$ cat config.mk
export PLATFORM = sky130hd
export DESIGN_NAME = fft_top
export DESIGN_NICKNAME = d
export VERILOG_FILES = /design/src/verilog/fft_pkg.sv /design/src/verilog/fft_butterfly.sv /design/src/verilog/fft_crossbar.sv /design/src/verilog/fft_stage.sv /design/src/verilog/fft_top.sv /design/src/verilog/fft_twiddle_generator.sv
export VERILOG_INCLUDE_DIRS = /design/src /design/src/include
export SDC_FILE = /design/constraint.sdc
export NUM_CORES = 2
export LEC_CHECK = 0
export BUFFER_PORTS_ARGS = -buffer_cell sky130_fd_sc_hd__buf_2
export CAP_MARGIN = 20
export CELL_PAD_IN_SITES_DETAIL_PLACEMENT = 1
export CELL_PAD_IN_SITES_GLOBAL_PLACEMENT = 1
export CORE_MARGIN = 2
export CORE_UTILIZATION = 25
export DETAILED_ROUTE_END_ITERATION = 12
export GPL_TIMING_DRIVEN = 0
export HOLD_SLACK_MARGIN = 0.06
export PLACE_DENSITY = 0.55
export SLEW_MARGIN = 5
export SYNTH_ARGS = -nofsm -noshare
export SYNTH_HDL_FRONTEND = slang
export SYNTH_SLANG_ARGS = --single-unit
export TNS_END_PERCENT = 1
$ cat constraint.sdc
create_clock -name clk -period 5.57 [get_ports clk]
set_input_delay 0.2785 -clock clk [delete_from_list [all_inputs] [get_ports clk]]
set_output_delay 0.2785 -clock clk [all_outputs]
set_load 0.01 [all_outputs]
$ cat src/include/fft_cfg.svh
`ifndef FFT_CFG_SVH
`define FFT_CFG_SVH

// ======================================================================
// Fixed-point format
// ======================================================================

// Width of one real or imaginary part.
`define FFT_BIT_WIDTH 16

// Fraction bits in each part.
`define FFT_DECIMAL_PT 8

// ======================================================================
// Transform size
// ======================================================================

// Lanes per frame.
// Must be a power of two, 4 or more.
`define FFT_N_SAMPLES 8

// log2 of FFT_N_SAMPLES, one stage per bit.
`define FFT_N_STAGES 3

`endif

$ cat src/verilog/fft_pkg.sv
`include "fft_cfg.svh"

package fft_pkg;

  typedef logic signed [`FFT_BIT_WIDTH-1:0] sample_t;  // Q(BW-DP).DP two's complement.

  typedef enum logic [1:0] {
    tw_one,      // W = 1, plain add/sub.
    tw_minus_j,  // W = -j, swap and negate.
    tw_general   // Full complex multiply.
  } twiddle_kind_t;

  // Twiddle index used by butterfly b in a given stage.
  function automatic int twiddle_index(int stage, int b);
    return (b % (1 << stage)) * (`FFT_N_SAMPLES / (1 << (stage + 1)));
  endfunction

  function automatic twiddle_kind_t twiddle_kind(int k);
    if (k == 0) return tw_one;
    if (k == `FFT_N_SAMPLES / 4) return tw_minus_j;
    return tw_general;
  endfunction

  function automatic int bit_reverse(int i);
    int r;
    r = 0;
    for (int s = 0; s < `FFT_N_STAGES; s++) begin
      r = (r << 1) | ((i >> s) & 1);
    end
    return r;
  endfunction

endpackage

$ cat src/verilog/fft_butterfly.sv
`include "fft_cfg.svh"

module fft_butterfly #(
  parameter fft_pkg::twiddle_kind_t kind = fft_pkg::tw_general
) (
  input  logic             clk,
  input  logic             rst,

  input  fft_pkg::sample_t a_real,
  input  fft_pkg::sample_t a_imag,
  input  fft_pkg::sample_t b_real,
  input  fft_pkg::sample_t b_imag,
  input  fft_pkg::sample_t w_real,
  input  fft_pkg::sample_t w_imag,
  input  logic             in_val,
  output logic             in_rdy,

  output fft_pkg::sample_t c_real,
  output fft_pkg::sample_t c_imag,
  output fft_pkg::sample_t d_real,
  output fft_pkg::sample_t d_imag,
  output logic             out_val,
  input  logic             out_rdy
);
  import fft_pkg::*;

  localparam int bw = `FFT_BIT_WIDTH;
  localparam int dp = `FFT_DECIMAL_PT;
  localparam int cnt_w = $clog2(bw + 1);
  localparam logic [cnt_w-1:0] cnt_last = cnt_w'(bw);
  localparam logic [cnt_w-1:0] cnt_sign = cnt_w'(bw - 1);

  typedef logic signed [2*bw-1:0] wide_t;

  logic             busy;   // Multiply in progress.
  logic             full;   // Result held.
  logic [cnt_w-1:0] cnt;
  logic             accept;
  logic             drain;
  logic             step;
  logic             load_out;

  sample_t a_re_q, a_im_q;
  sample_t wr_q, wi_q;      // Multipliers, shifted right.
  wide_t   br_sh, bi_sh;    // Multiplicands, shifted left.
  wide_t   p_rr, p_ii, p_ri, p_ir;
  sample_t t_real, t_imag;  // W*b.
  sample_t src_re, src_im;

  // One shift-add term. The sign bit carries negative weight.
  function automatic wide_t partial(wide_t mcand, logic m_bit, logic neg);
    if (!m_bit) return '0;
    return neg ? -mcand : mcand;
  endfunction

  function automatic sample_t scale(wide_t p);
    wide_t s;
    s = p >>> dp;
    return sample_t'(s);
  endfunction

  assign in_rdy   = !busy && !full;
  assign out_val  = full;
  assign accept   = in_val && in_rdy;
  assign drain    = full && out_rdy;
  assign step     = busy && (cnt != cnt_last);
  assign load_out = (kind == tw_general) ? (busy && cnt == cnt_last) : accept;

  always_comb begin
    case (kind)
      tw_one: begin
        t_real = b_real;
        t_imag = b_imag;
      end
      tw_minus_j: begin
        t_real = b_imag;
        t_imag = -b_real;
      end
      default: begin
        t_real = scale(p_rr) - scale(p_ii);
        t_imag = scale(p_ri) + scale(p_ir);
      end
    endcase
    src_re = (kind == tw_general) ? a_re_q : a_real;
    src_im = (kind == tw_general) ? a_im_q : a_imag;
  end

  // ======================================================================
  // Control
  // ======================================================================

  always_ff @(posedge clk) begin
    if (rst) begin
      busy <= 1'b0;
      full <= 1'b0;
      cnt  <= '0;
    end else begin
      if (drain) full <= 1'b0;
      if (accept && kind == tw_general) begin
        busy <= 1'b1;
        cnt  <= '0;
      end else if (step) begin
        cnt <= cnt + 1'b1;
      end
      if (load_out) begin
        busy <= 1'b0;
        full <= 1'b1;
      end
    end
  end

  // ======================================================================
  // Datapath
  // ======================================================================

  always_ff @(posedge clk) begin
    if (accept) begin
      a_re_q <= a_real;
      a_im_q <= a_imag;
      wr_q   <= w_real;
      wi_q   <= w_imag;
      br_sh  <= wide_t'(b_real);  // Sign extended.
      bi_sh  <= wide_t'(b_imag);
      p_rr   <= '0;
      p_ii   <= '0;
      p_ri   <= '0;
      p_ir   <= '0;
    end else if (step) begin
      p_rr  <= p_rr + partial(br_sh, wr_q[0], cnt == cnt_sign);
      p_ii  <= p_ii + partial(bi_sh, wi_q[0], cnt == cnt_sign);
      p_ri  <= p_ri + partial(br_sh, wi_q[0], cnt == cnt_sign);
      p_ir  <= p_ir + partial(bi_sh, wr_q[0], cnt == cnt_sign);
      br_sh <= br_sh <<< 1;
      bi_sh <= bi_sh <<< 1;
      wr_q  <= wr_q >>> 1;
      wi_q  <= wi_q >>> 1;
    end

    if (load_out) begin
      c_real <= src_re + t_real;
      c_imag <= src_im + t_imag;
      d_real <= src_re - t_real;
      d_imag <= src_im - t_imag;
    end
  end

endmodule

$ cat src/verilog/fft_crossbar.sv
`include "fft_cfg.svh"

module fft_crossbar #(
  parameter int stage = 0,
  parameter bit front = 1'b1
) (
  input  fft_pkg::sample_t in_real  [`FFT_N_SAMPLES],
  input  fft_pkg::sample_t in_imag  [`FFT_N_SAMPLES],
  input  logic             in_val   [`FFT_N_SAMPLES],
  output logic             in_rdy   [`FFT_N_SAMPLES],

  output fft_pkg::sample_t out_real [`FFT_N_SAMPLES],
  output fft_pkg::sample_t out_imag [`FFT_N_SAMPLES],
  output logic             out_val  [`FFT_N_SAMPLES],
  input  logic             out_rdy  [`FFT_N_SAMPLES]
);

  localparam int span = 1 << stage;  // Partner distance in this stage.

  for (genvar b = 0; b < `FFT_N_SAMPLES / 2; b++) begin : g_pair
    localparam int lo = (b / span) * 2 * span + (b % span);
    localparam int hi = lo + span;

    if (front) begin : g_front
      // Stage lanes to butterfly pairs.
      assign out_real[2*b]   = in_real[lo];
      assign out_imag[2*b]   = in_imag[lo];
      assign out_val[2*b]    = in_val[lo];
      assign in_rdy[lo]      = out_rdy[2*b];

      assign out_real[2*b+1] = in_real[hi];
      assign out_imag[2*b+1] = in_imag[hi];
      assign out_val[2*b+1]  = in_val[hi];
      assign in_rdy[hi]      = out_rdy[2*b+1];
    end else begin : g_back
      // Butterfly pairs back to stage lanes.
      assign out_real[lo]    = in_real[2*b];
      assign out_imag[lo]    = in_imag[2*b];
      assign out_val[lo]     = in_val[2*b];
      assign in_rdy[2*b]     = out_rdy[lo];

      assign out_real[hi]    = in_real[2*b+1];
      assign out_imag[hi]    = in_imag[2*b+1];
      assign out_val[hi]     = in_val[2*b+1];
      assign in_rdy[2*b+1]   = out_rdy[hi];
    end
  end

endmodule

$ cat src/verilog/fft_stage.sv
`include "fft_cfg.svh"

module fft_stage #(
  parameter int stage = 0
) (
  input  logic             clk,
  input  logic             rst,

  input  fft_pkg::sample_t in_real  [`FFT_N_SAMPLES],
  input  fft_pkg::sample_t in_imag  [`FFT_N_SAMPLES],
  input  logic             in_val,
  output logic             in_rdy,

  output fft_pkg::sample_t out_real [`FFT_N_SAMPLES],
  output fft_pkg::sample_t out_imag [`FFT_N_SAMPLES],
  output logic             out_val,
  input  logic             out_rdy
);
  import fft_pkg::*;

  localparam int n = `FFT_N_SAMPLES;

  logic    lane_in_val  [n];
  logic    lane_in_rdy  [n];
  logic    lane_out_val [n];
  logic    lane_out_rdy [n];

  sample_t bf_in_real   [n];
  sample_t bf_in_imag   [n];
  logic    bf_in_val    [n];
  logic    bf_in_rdy    [n];
  sample_t bf_out_real  [n];
  sample_t bf_out_imag  [n];
  logic    bf_out_val   [n];
  logic    bf_out_rdy   [n];

  sample_t tw_real      [n/2];
  sample_t tw_imag      [n/2];
  logic    pair_in_rdy  [n/2];
  logic    pair_out_val [n/2];

  logic [n-1:0] rdy_vec;
  logic [n-1:0] val_vec;

  // ======================================================================
  // Frame handshake, all lanes move together
  // ======================================================================

  for (genvar i = 0; i < n; i++) begin : g_lane
    assign lane_in_val[i]  = in_val;
    assign rdy_vec[i]      = lane_in_rdy[i];
    assign val_vec[i]      = lane_out_val[i];
    assign lane_out_rdy[i] = out_rdy && out_val;
  end

  assign in_rdy  = &rdy_vec;
  assign out_val = &val_vec;

  fft_crossbar #(.stage(stage), .front(1'b1)) xbar_in (
    .in_real  (in_real),
    .in_imag  (in_imag),
    .in_val   (lane_in_val),
    .in_rdy   (lane_in_rdy),
    .out_real (bf_in_real),
    .out_imag (bf_in_imag),
    .out_val  (bf_in_val),
    .out_rdy  (bf_in_rdy)
  );

  fft_twiddle_generator #(.stage(stage)) twiddle_gen (
    .twiddle_real (tw_real),
    .twiddle_imag (tw_imag)
  );

  for (genvar b = 0; b < n / 2; b++) begin : g_bf
    localparam twiddle_kind_t kind_b = twiddle_kind(twiddle_index(stage, b));

    fft_butterfly #(.kind(kind_b)) bfu (
      .clk     (clk),
      .rst     (rst),
      .a_real  (bf_in_real[2*b]),
      .a_imag  (bf_in_imag[2*b]),
      .b_real  (bf_in_real[2*b+1]),
      .b_imag  (bf_in_imag[2*b+1]),
      .w_real  (tw_real[b]),
      .w_imag  (tw_imag[b]),
      .in_val  (bf_in_val[2*b] && bf_in_val[2*b+1]),
      .in_rdy  (pair_in_rdy[b]),
      .c_real  (bf_out_real[2*b]),
      .c_imag  (bf_out_imag[2*b]),
      .d_real  (bf_out_real[2*b+1]),
      .d_imag  (bf_out_imag[2*b+1]),
      .out_val (pair_out_val[b]),
      .out_rdy (out_val && bf_out_rdy[2*b] && bf_out_rdy[2*b+1])
    );

    assign bf_in_rdy[2*b]    = pair_in_rdy[b];
    assign bf_in_rdy[2*b+1]  = pair_in_rdy[b];
    assign bf_out_val[2*b]   = pair_out_val[b];
    assign bf_out_val[2*b+1] = pair_out_val[b];
  end

  fft_crossbar #(.stage(stage), .front(1'b0)) xbar_out (
    .in_real  (bf_out_real),
    .in_imag  (bf_out_imag),
    .in_val   (bf_out_val),
    .in_rdy   (bf_out_rdy),
    .out_real (out_real),
    .out_imag (out_imag),
    .out_val  (lane_out_val),
    .out_rdy  (lane_out_rdy)
  );

endmodule

$ cat src/verilog/fft_top.sv
`include "fft_cfg.svh"

module fft_top (
  input  logic             clk,
  input  logic             rst,

  input  fft_pkg::sample_t in_real  [`FFT_N_SAMPLES],
  input  fft_pkg::sample_t in_imag  [`FFT_N_SAMPLES],
  input  logic             in_val,
  output logic             in_rdy,

  output fft_pkg::sample_t out_real [`FFT_N_SAMPLES],
  output fft_pkg::sample_t out_imag [`FFT_N_SAMPLES],
  output logic             out_val,
  input  logic             out_rdy
);
  import fft_pkg::*;

  localparam int n_st = `FFT_N_STAGES;

  // Link s feeds stage s. The last link is the result.
  sample_t link_real [n_st+1][`FFT_N_SAMPLES];
  sample_t link_imag [n_st+1][`FFT_N_SAMPLES];
  logic    link_val  [n_st+1];
  logic    link_rdy  [n_st+1];

  // ======================================================================
  // Bit-reversed input order
  // ======================================================================

  for (genvar i = 0; i < `FFT_N_SAMPLES; i++) begin : g_rev
    assign link_real[0][i] = in_real[bit_reverse(i)];
    assign link_imag[0][i] = in_imag[bit_reverse(i)];
  end

  assign link_val[0] = in_val;
  assign in_rdy      = link_rdy[0];

  for (genvar s = 0; s < n_st; s++) begin : g_stage
    fft_stage #(.stage(s)) stage_inst (
      .clk      (clk),
      .rst      (rst),
      .in_real  (link_real[s]),
      .in_imag  (link_imag[s]),
      .in_val   (link_val[s]),
      .in_rdy   (link_rdy[s]),
      .out_real (link_real[s+1]),
      .out_imag (link_imag[s+1]),
      .out_val  (link_val[s+1]),
      .out_rdy  (link_rdy[s+1])
    );
  end

  assign out_real       = link_real[n_st];
  assign out_imag       = link_imag[n_st];
  assign out_val        = link_val[n_st];
  assign link_rdy[n_st] = out_rdy;

endmodule

$ cat src/verilog/fft_twiddle_generator.sv
`include "fft_cfg.svh"

module fft_twiddle_generator #(
  parameter int stage = 0
) (
  output fft_pkg::sample_t twiddle_real [`FFT_N_SAMPLES/2],
  output fft_pkg::sample_t twiddle_imag [`FFT_N_SAMPLES/2]
);
  import fft_pkg::*;

  localparam real pi = 3.14159265358979323846;
  localparam real unit = real'(1 << `FFT_DECIMAL_PT);  // Fixed-point one.

  // Scale to fixed point, rounding half away from zero.
  function automatic sample_t to_fixed(real v);
    real s;
    s = v * unit;
    if (s >= 0.0) begin
      return sample_t'($rtoi(s + 0.5));
    end
    return sample_t'(-$rtoi(0.5 - s));
  endfunction

  // ======================================================================
  // Constant table, one entry per butterfly
  // ======================================================================

  // W_k = cos(2*pi*k/N) - j*sin(2*pi*k/N).
  for (genvar b = 0; b < `FFT_N_SAMPLES / 2; b++) begin : g_tw
    localparam int k = twiddle_index(stage, b);
    localparam real angle = 2.0 * pi * real'(k) / real'(`FFT_N_SAMPLES);
    localparam sample_t w_re = to_fixed($cos(angle));
    localparam sample_t w_im = to_fixed(-$sin(angle));

    assign twiddle_real[b] = w_re;
    assign twiddle_imag[b] = w_im;
  end

endmodule
---- Yosys cells after proc, flatten, opt, wreduce, memory -nomap -nowiden ----
Index checks and enable logic that the tools add are counted.
storage, ports and cells
  flip-flop bits (word level) ............. 1,272
  bits in latches ......................... 0
  memory bits (writable) .................. 0
  memory bits (read-only) ................. 0
  logic and storage cells ................. 312
  memories ................................ 0
cells by class
  add/sub/neg operators ................... 69
  $mul .................................... 0
  div/mod/pow operators ................... 0
  order comparisons ....................... 0
  equal/unequal tests ..................... 6
  shifts and indexed selects .............. 0
  mux-type cells .......................... 76
  bitwise operators ....................... 0
  reductions and logical operators ........ 77
operator list
  operator               number
  $mux W32               40
  $add A16 B16 Y16       26
  $sub A16 B16 Y16       26
  $add A32 B32 Y32       8
  $neg A32 Y32           4
  $neg A16 Y16           3
  $logic_and A1 B1 Y1    39
  $mux W1                36
  $reduce_bool A2 Y1     14
  $reduce_and A4 Y1      6
  $logic_not A1 Y1       14
  $add A5 B1 Y5 const B  2
  $eq A5 B4 Y1 const B   2
  $eq A5 B5 Y1 const B   2
  $ne A5 B5 Y1 const B   2
  $reduce_or A2 Y1       4

---- Longest topological paths before layout ----
  word-level depth ........................ 9
  mapped depth ............................ 22
  depth with buffers taken out ............ 21

---- Hierarchy ----
From an unflattened synthesis, not the netlist that was laid out.
second synthesis, totals
  cells, all modules ...................... 11,755
  area, all modules ....................... 105,801.5 sq um
modules (own cells, without submodules)
  module                                                  times used  cells an instance  area each (sq um)  sequential area each (sq um)
  fft_butterfly at g_stage[0].stage_inst.g_bf[1].bfu ...  4           520                5,039.8            1,881.8
  fft_butterfly at g_stage[2].stage_inst.g_bf[1].bfu      1           2,153              19,369.8           7,287.0
  fft_butterfly at g_stage[2].stage_inst.g_bf[3].bfu      1           2,131              19,299.8           7,287.0
  fft_crossbar                                            6           272                2,042.0            0.0
  fft_butterfly at g_stage[1].stage_inst.g_bf[1].bfu ...  2           569                5,368.9            1,881.8
  fft_butterfly at g_stage[0].stage_inst.g_bf[3].bfu ...  2           552                5,210.0            1,881.8
  fft_butterfly at g_stage[2].stage_inst.g_bf[2].bfu      1           542                5,242.5            1,881.8
  fft_butterfly at g_stage[0].stage_inst.g_bf[0].bfu      1           525                5,047.3            1,881.8
  fft_twiddle_generator                                   3           130                968.4              0.0
  fft_stage                                               3           20                 122.6              0.0

---- Worst setup path before layout ----
No wires, ideal clock.
  kind .................................... reg-to-reg
  start ................................... register g_stage[2].stage_inst.g_bf[3].bfu.bi_sh[3]
  end ..................................... register g_stage[2].stage_inst.g_bf[3].bfu.p_ii[23]
  setup time .............................. 90 ps
  arrival time ............................ 4,491 ps
  data required time ...................... 5,480 ps
  setup slack ............................. 989 ps
  cell stages (with the launch flop) ...... 20
  buffers on the path ..................... 1
  clock period less this slack ............ 4,581 ps
  cells stage by stage .................... edfxtp_1 > or3_4 > or4_4 > or3_1 > or4_1 > nand2_1 > xnor2_1 > and2_1 > ha_1 > clkbuf_1 > a21oi_1 > o21ai_0 > a21o_1 > a21oi_1 > nand2b_1 > o21ai_0 > o21ai_0 > o21a_1 > or4_1 > a21oi_1
between the ends
  cells in the longest elaborated chain, start to end .. 6
ends and longest elaborated chain
  element                     RTL line              text
  from (decl)                 fft_butterfly.sv:45   wide_t br_sh, bi_sh;
  from (signal assigned)      fft_butterfly.sv:123  bi_sh <= wide_t'(b_imag);
  from (signal assigned)      fft_butterfly.sv:134  bi_sh <= bi_sh <<< 1;
  $neg A32 Y32                fft_butterfly.sv:53   return neg ? -mcand : mcand;
  $mux W32 (*) (2 in series)  fft_butterfly.sv:53
  $mux W32 (*)                fft_butterfly.sv:128  end else if (step) begin
  $mux W32 (*)                fft_butterfly.sv:117  if (accept) begin
  $add A32 B32 Y32 (*)        fft_butterfly.sv:130  p_ii <= p_ii + partial(bi_sh, wi_q[0], cnt == cnt_sign);
  to (signal assigned)        fft_butterfly.sv:130
  to (decl)                   fft_butterfly.sv:46   wide_t p_rr, p_ii, p_ri, p_ir;
Every way passes the cells marked *; elsewhere a longest branch is shown, timed or not. The select of a mux whose other input is x is not followed.
A chain may end at the register's enable or synchronous reset.

---- Worst setup path in the final report ----
  start ................................... register g_stage[2].stage_inst.g_bf[1].bfu.cnt[0]
  end ..................................... register g_stage[2].stage_inst.g_bf[1].bfu.p_ii[23]
between the ends
  cells in the longest elaborated chain, start to end .. 6
ends and longest elaborated chain
  element                 RTL line              text
  from (decl)             fft_butterfly.sv:37   logic [cnt_w-1:0] cnt;
  from (signal assigned)  fft_butterfly.sv:103  cnt <= cnt + 1'b1;
  $eq A5 B4 Y1            fft_butterfly.sv:130
  $mux W32 (2 in series)  fft_butterfly.sv:53
  $mux W32                fft_butterfly.sv:128
  $mux W32                fft_butterfly.sv:117
  $add A32 B32 Y32        fft_butterfly.sv:130
  to (signal assigned)    fft_butterfly.sv:130
  to (decl)               fft_butterfly.sv:46
Several ways; a longest one is shown, not always the timed one. The select of a mux whose other input is x is not followed.

==> results.yml <==
worst_setup_path:
  r2r_slack_ps: -40
  critPathLaunchType: "flop"
  cp.required_ps: 6270
  cp-end-kind: "flop"
  arrival_ps: 6310
  critical_path_class: "flop to flop"
  critPathMaxStageDelay_ps: 520
  reg2reg_from: "g_stage[2].stage_inst.g_bf[1].bfu.cnt[0]"
  crit_slowest_cell: "clkbuf_1"
  critPathLaunch: "g_stage[2].stage_inst.g_bf[1].bfu.cnt[0]"
  crit_top_cell: "ha_1"
  reg2reg_to: "g_stage[2].stage_inst.g_bf[1].bfu.p_ii[23]"
  path_max_fanout: 10
  crit_path_cell_trace: "ha_1 > and3_1 > ha_1 > clkbuf_1 > clkbuf_1 > o41ai_1 > xor2_1 > nor2b_1 > ha_1 > nor4_1 > a22oi_1 > o21ai_0 > a21oi_1 > a311o_1 > and3_1 > o221ai_1 > xnor2_1 > nor2_1"
  critPathCapture: "g_stage[2].stage_inst.g_bf[1].bfu.p_ii[23]"
  rr_worst_depth: 18
sta:
  worst_slack_ps: -42.1
  rsz0062_at_grt: "yes"
  setup_viol: 1
  relSlewSlack: 0.180
  fmax_ghz: 0.178
  hold_viol: 0
  min_period_over_period: 1.01
  tightest_slew_ps: 1230
  fin_crit_ps: 5610
  fin_skew_ps: 72.3
  drv_slew: 0
clock_tree:
  postCtsSetupBuffers: 0
  cts_tree: "yes"
  cts_root_buffer: "clkbuf_16"
  cts.sinks: 1144
  cts_made_buffers: 154
  cts.clk_slew.worst_paths_ps: 60
  htree_levels: 4
  clkLatencyLatePin_ps: 860
  cts.path.max_buffers: 4
cells_and_area:
  fillerInstances: 37204
  regArea_mm2: 0.0320
  drive_gt1_frac: 0.0954
  area_growth_syn_to_layout_pct: 19.0
  multi_input_area_mm2: 0.0454
  layout.nets: 10563
yosys:
  yosysWarnings: 0
  ys_ff_latch: 1144
  syn_avg_cell_area_um2: 9.73
  syn_area_mm2: 0.0816
  synth_seq_area_share: 0.391
  synth_enable_flop_cells: 904
  synthCells: 8389
  async_flop_share: 0
  synth_cell_types: 80
  synth_ff_type: "edfxtp_1"
  synth_nets: 9695
grt:
  antenna_found_initial: 47
  grt_pass1_vias: 67080
  grt_max_degree: 63
  grt-ovfl-total: 0
  grt.total_usage: 0.171
  grt_first_pass_wirelength_um: 429000
outcome:
  violations: "setup timing"
  status: "finished, violations left"
power_and_ir_drop:
  leakagePower_nw: 40.3
  worst_ir_drop_vdd_mv: 0.208
  power.density_mw_per_mm2: 301
  design_power_total_mw: 29.3
floorplanning:
  fp-row-count: 209
  die_width_um: 575
  initial_utilization: 0.252
  core_area_mm2: 0.325
  die_h_um: 575
  die-area_mm2: 0.331
  io_pins: 518
flow_run:
  cap_violations: 0
routing:
  avgRoutedWirePerCell_um: 21.3
  drtIter0Drc: 3454
  viasPerCell: 4.71
  ant_nets: 0
  drt_first_pass_iters: 5
  vias: 64666
  drt-total-wl_um: 293000
  drc: 0
placement:
  io_buffers: 517
  preCtsSetupSlack_ps: -470
  dp_hpwl_um: 243000
  place.gp.congestion: 0.900
worst_hold_path:
  worst_hold_path_type: "primary input to flop"
power by group:
part | total (mW) | switching, mW | internal, mW
clock | 10.2 | 4.13 | 6.11
combinational | 8.53 | 5.15 | 3.38
sequential | 10.5 | 0.399 | 10.1
total | 29.3 | 9.68 | 19.6
per-stage QoR:
stage / cells / util / hold slack (ps) / TNS (ps) / instance area [um^2]
2_1_floorplan: 8389 / - / 358 / 0 / 81600
3_3_place_gp: 13231 / 0.276 / 408 / -54300 / 89600
3_5_place_dp: 13256 / 0.278 / 408 / -602 / 90200
4_1_cts: 13701 / 0.299 / 60.2 / 0 / 97000
5_1_grt: 13721 / 0.299 / 102 / -401 / 97100
6_report: 13725 / 0.299 / 122 / -42.1 / 97100
flip-flops by register name, indices dropped and copies added, names as in the netlist:
register,cells
g_stage.stage_inst.g_bf.bfu.a_re_q,32
g_stage.stage_inst.g_bf.bfu.d_real,184
g_stage.stage_inst.g_bf.bfu.out_val,12
g_stage.stage_inst.g_bf.bfu.br_sh,48
g_stage.stage_inst.g_bf.bfu.p_ir,48
g_stage.stage_inst.g_bf.bfu.cnt,10
g_stage.stage_inst.g_bf.bfu.c_imag,191
g_stage.stage_inst.g_bf.bfu.d_imag,181
g_stage.stage_inst.g_bf.bfu.bi_sh,48
g_stage.stage_inst.g_bf.bfu.wr_q,8
g_stage.stage_inst.g_bf.bfu.c_real,188
g_stage.stage_inst.g_bf.bfu.a_im_q,32
g_stage.stage_inst.g_bf.bfu.p_rr,48
g_stage.stage_inst.g_bf.bfu.wi_q,16
g_stage.stage_inst.g_bf.bfu.busy,2
g_stage.stage_inst.g_bf.bfu.p_ri,48
g_stage.stage_inst.g_bf.bfu.p_ii,48
critical path, delay by kind of cell (launching register included):
| kind | cells | cell delay, ps |
|---|---|---|
| AND/OR/NAND/NOR | 5 | 850 |
| flip-flops | 1 | 390 |
| adder cells (fa/ha/maj) | 3 | 710 |
| XOR/XNOR | 2 | 690 |
| buffers and inverters | 2 | 890 |
| AO/OA/AOI/OAI | 6 | 1940 |
kinds of logic after synthesis:
kind of cell,count (synthesis),share of synthesized area
adder cells (fa/ha/maj),1050,0.166
flip-flops,1144,0.391
multiplexers,17,0.00208
XOR/XNOR,926,0.0994
AO/OA/AOI/OAI,2054,0.162
AND/OR/NAND/NOR,2049,0.126
buffers and inverters,1149,0.0532
how the worst min path moves through the flow:
stage	start	slack [ps]	endpoint	depth (start not counted)
floorplan	rst	360	g_stage[1].stage_inst.g_bf[0].bfu.out_val	1
global placement	g_stage[1].stage_inst.g_bf[1].bfu.c_real[6]	410	g_stage[2].stage_inst.g_bf[1].bfu.a_re_q[6]	0
detailed placement	g_stage[1].stage_inst.g_bf[1].bfu.d_imag[13]	410	g_stage[2].stage_inst.g_bf[3].bfu.a_im_q[13]	0
CTS	in_imag[26]	60	g_stage[0].stage_inst.g_bf[1].bfu.c_imag[10]	5
global route	in_imag[1]	100	g_stage[0].stage_inst.g_bf[3].bfu.d_imag[1]	3
finish	in_real[107]	120	g_stage[0].stage_inst.g_bf[2].bfu.d_real[11]	3
Yosys cell counts, types with 34 or more instances:
library cell | n | area [um^2]
ha_1 | 986 | 12300
a211oi_1 | 56 | 420
a2111oi_0 | 49 | 429
nor3_1 | 204 | 1020
nand2_1 | 470 | 1760
dfxtp_1 | 240 | 4800
nand2b_1 | 75 | 469
fa_1 | 60 | 1200
a22o_1 | 34 | 298
o21bai_1 | 152 | 1140
o21a_1 | 59 | 443
clkbuf_1 | 177 | 664
o31ai_1 | 93 | 698
edfxtp_1 | 904 | 27100
nor2_1 | 487 | 1830
and3_1 | 98 | 613
o21ai_0 | 442 | 2210
or2_2 | 45 | 282
o41ai_1 | 69 | 604
a21o_1 | 164 | 1230
inv_1 | 930 | 3490
nor2b_1 | 232 | 1450
and2_1 | 91 | 569
a21oi_1 | 605 | 3030
nor4_1 | 45 | 282
nand3_1 | 87 | 435
or3_1 | 78 | 488
o211ai_1 | 61 | 458
xor2_1 | 309 | 2710
o22ai_1 | 46 | 288
xnor2_1 | 617 | 5400
final cells by class:
cell class	instances	area share
Buffer	209	0.00857
Inverter	940	0.0363
Multi-Input combinational cell	6096	0.468
Timing Repair Buffer	712	0.0494
Sequential cell	1144	0.329
Antenna cell	23	0.000593
Tap cell	4325	0.0557
Clock inverter	92	0.0110
Clock buffer	184	0.0415
repair_timing:
item,CTS,global route
endpoints found under the hold margin,166,0
resized for setup,3,16
pin swaps,0,1
endpoints found under the setup margin,2,19
cloned,0,0
hold buffers,169,0
cell usage in the layout, fill, tap and decap left out, types with 164 or more instances in the layout:
cell type / synthesis / layout
nor3_1: 204 / 204
ha_1: 986 / 986
a21o_1: 164 / 164
buf_2: 0 / 520
dlygate4sd3_1: 0 / 169
nand2_1: 470 / 470
o21ai_0: 442 / 440
xor2_1: 309 / 308
xnor2_1: 617 / 617
nor2_1: 487 / 481
edfxtp_1: 904 / 904
inv_1: 930 / 930
nor2b_1: 232 / 228
dfxtp_1: 240 / 240
clkbuf_1: 177 / 193
a21oi_1: 605 / 605
layer usage:
layer	track usage	vias up	wire length [um]
li1	-	31421	-
met5	0	-	27
met4	0.0620	4	10900
met1	0.223	31781	134000
met2	0.291	1090	138000
met3	0.0202	370	10200
No activity file was read; power rests on OpenSTA's default activity.
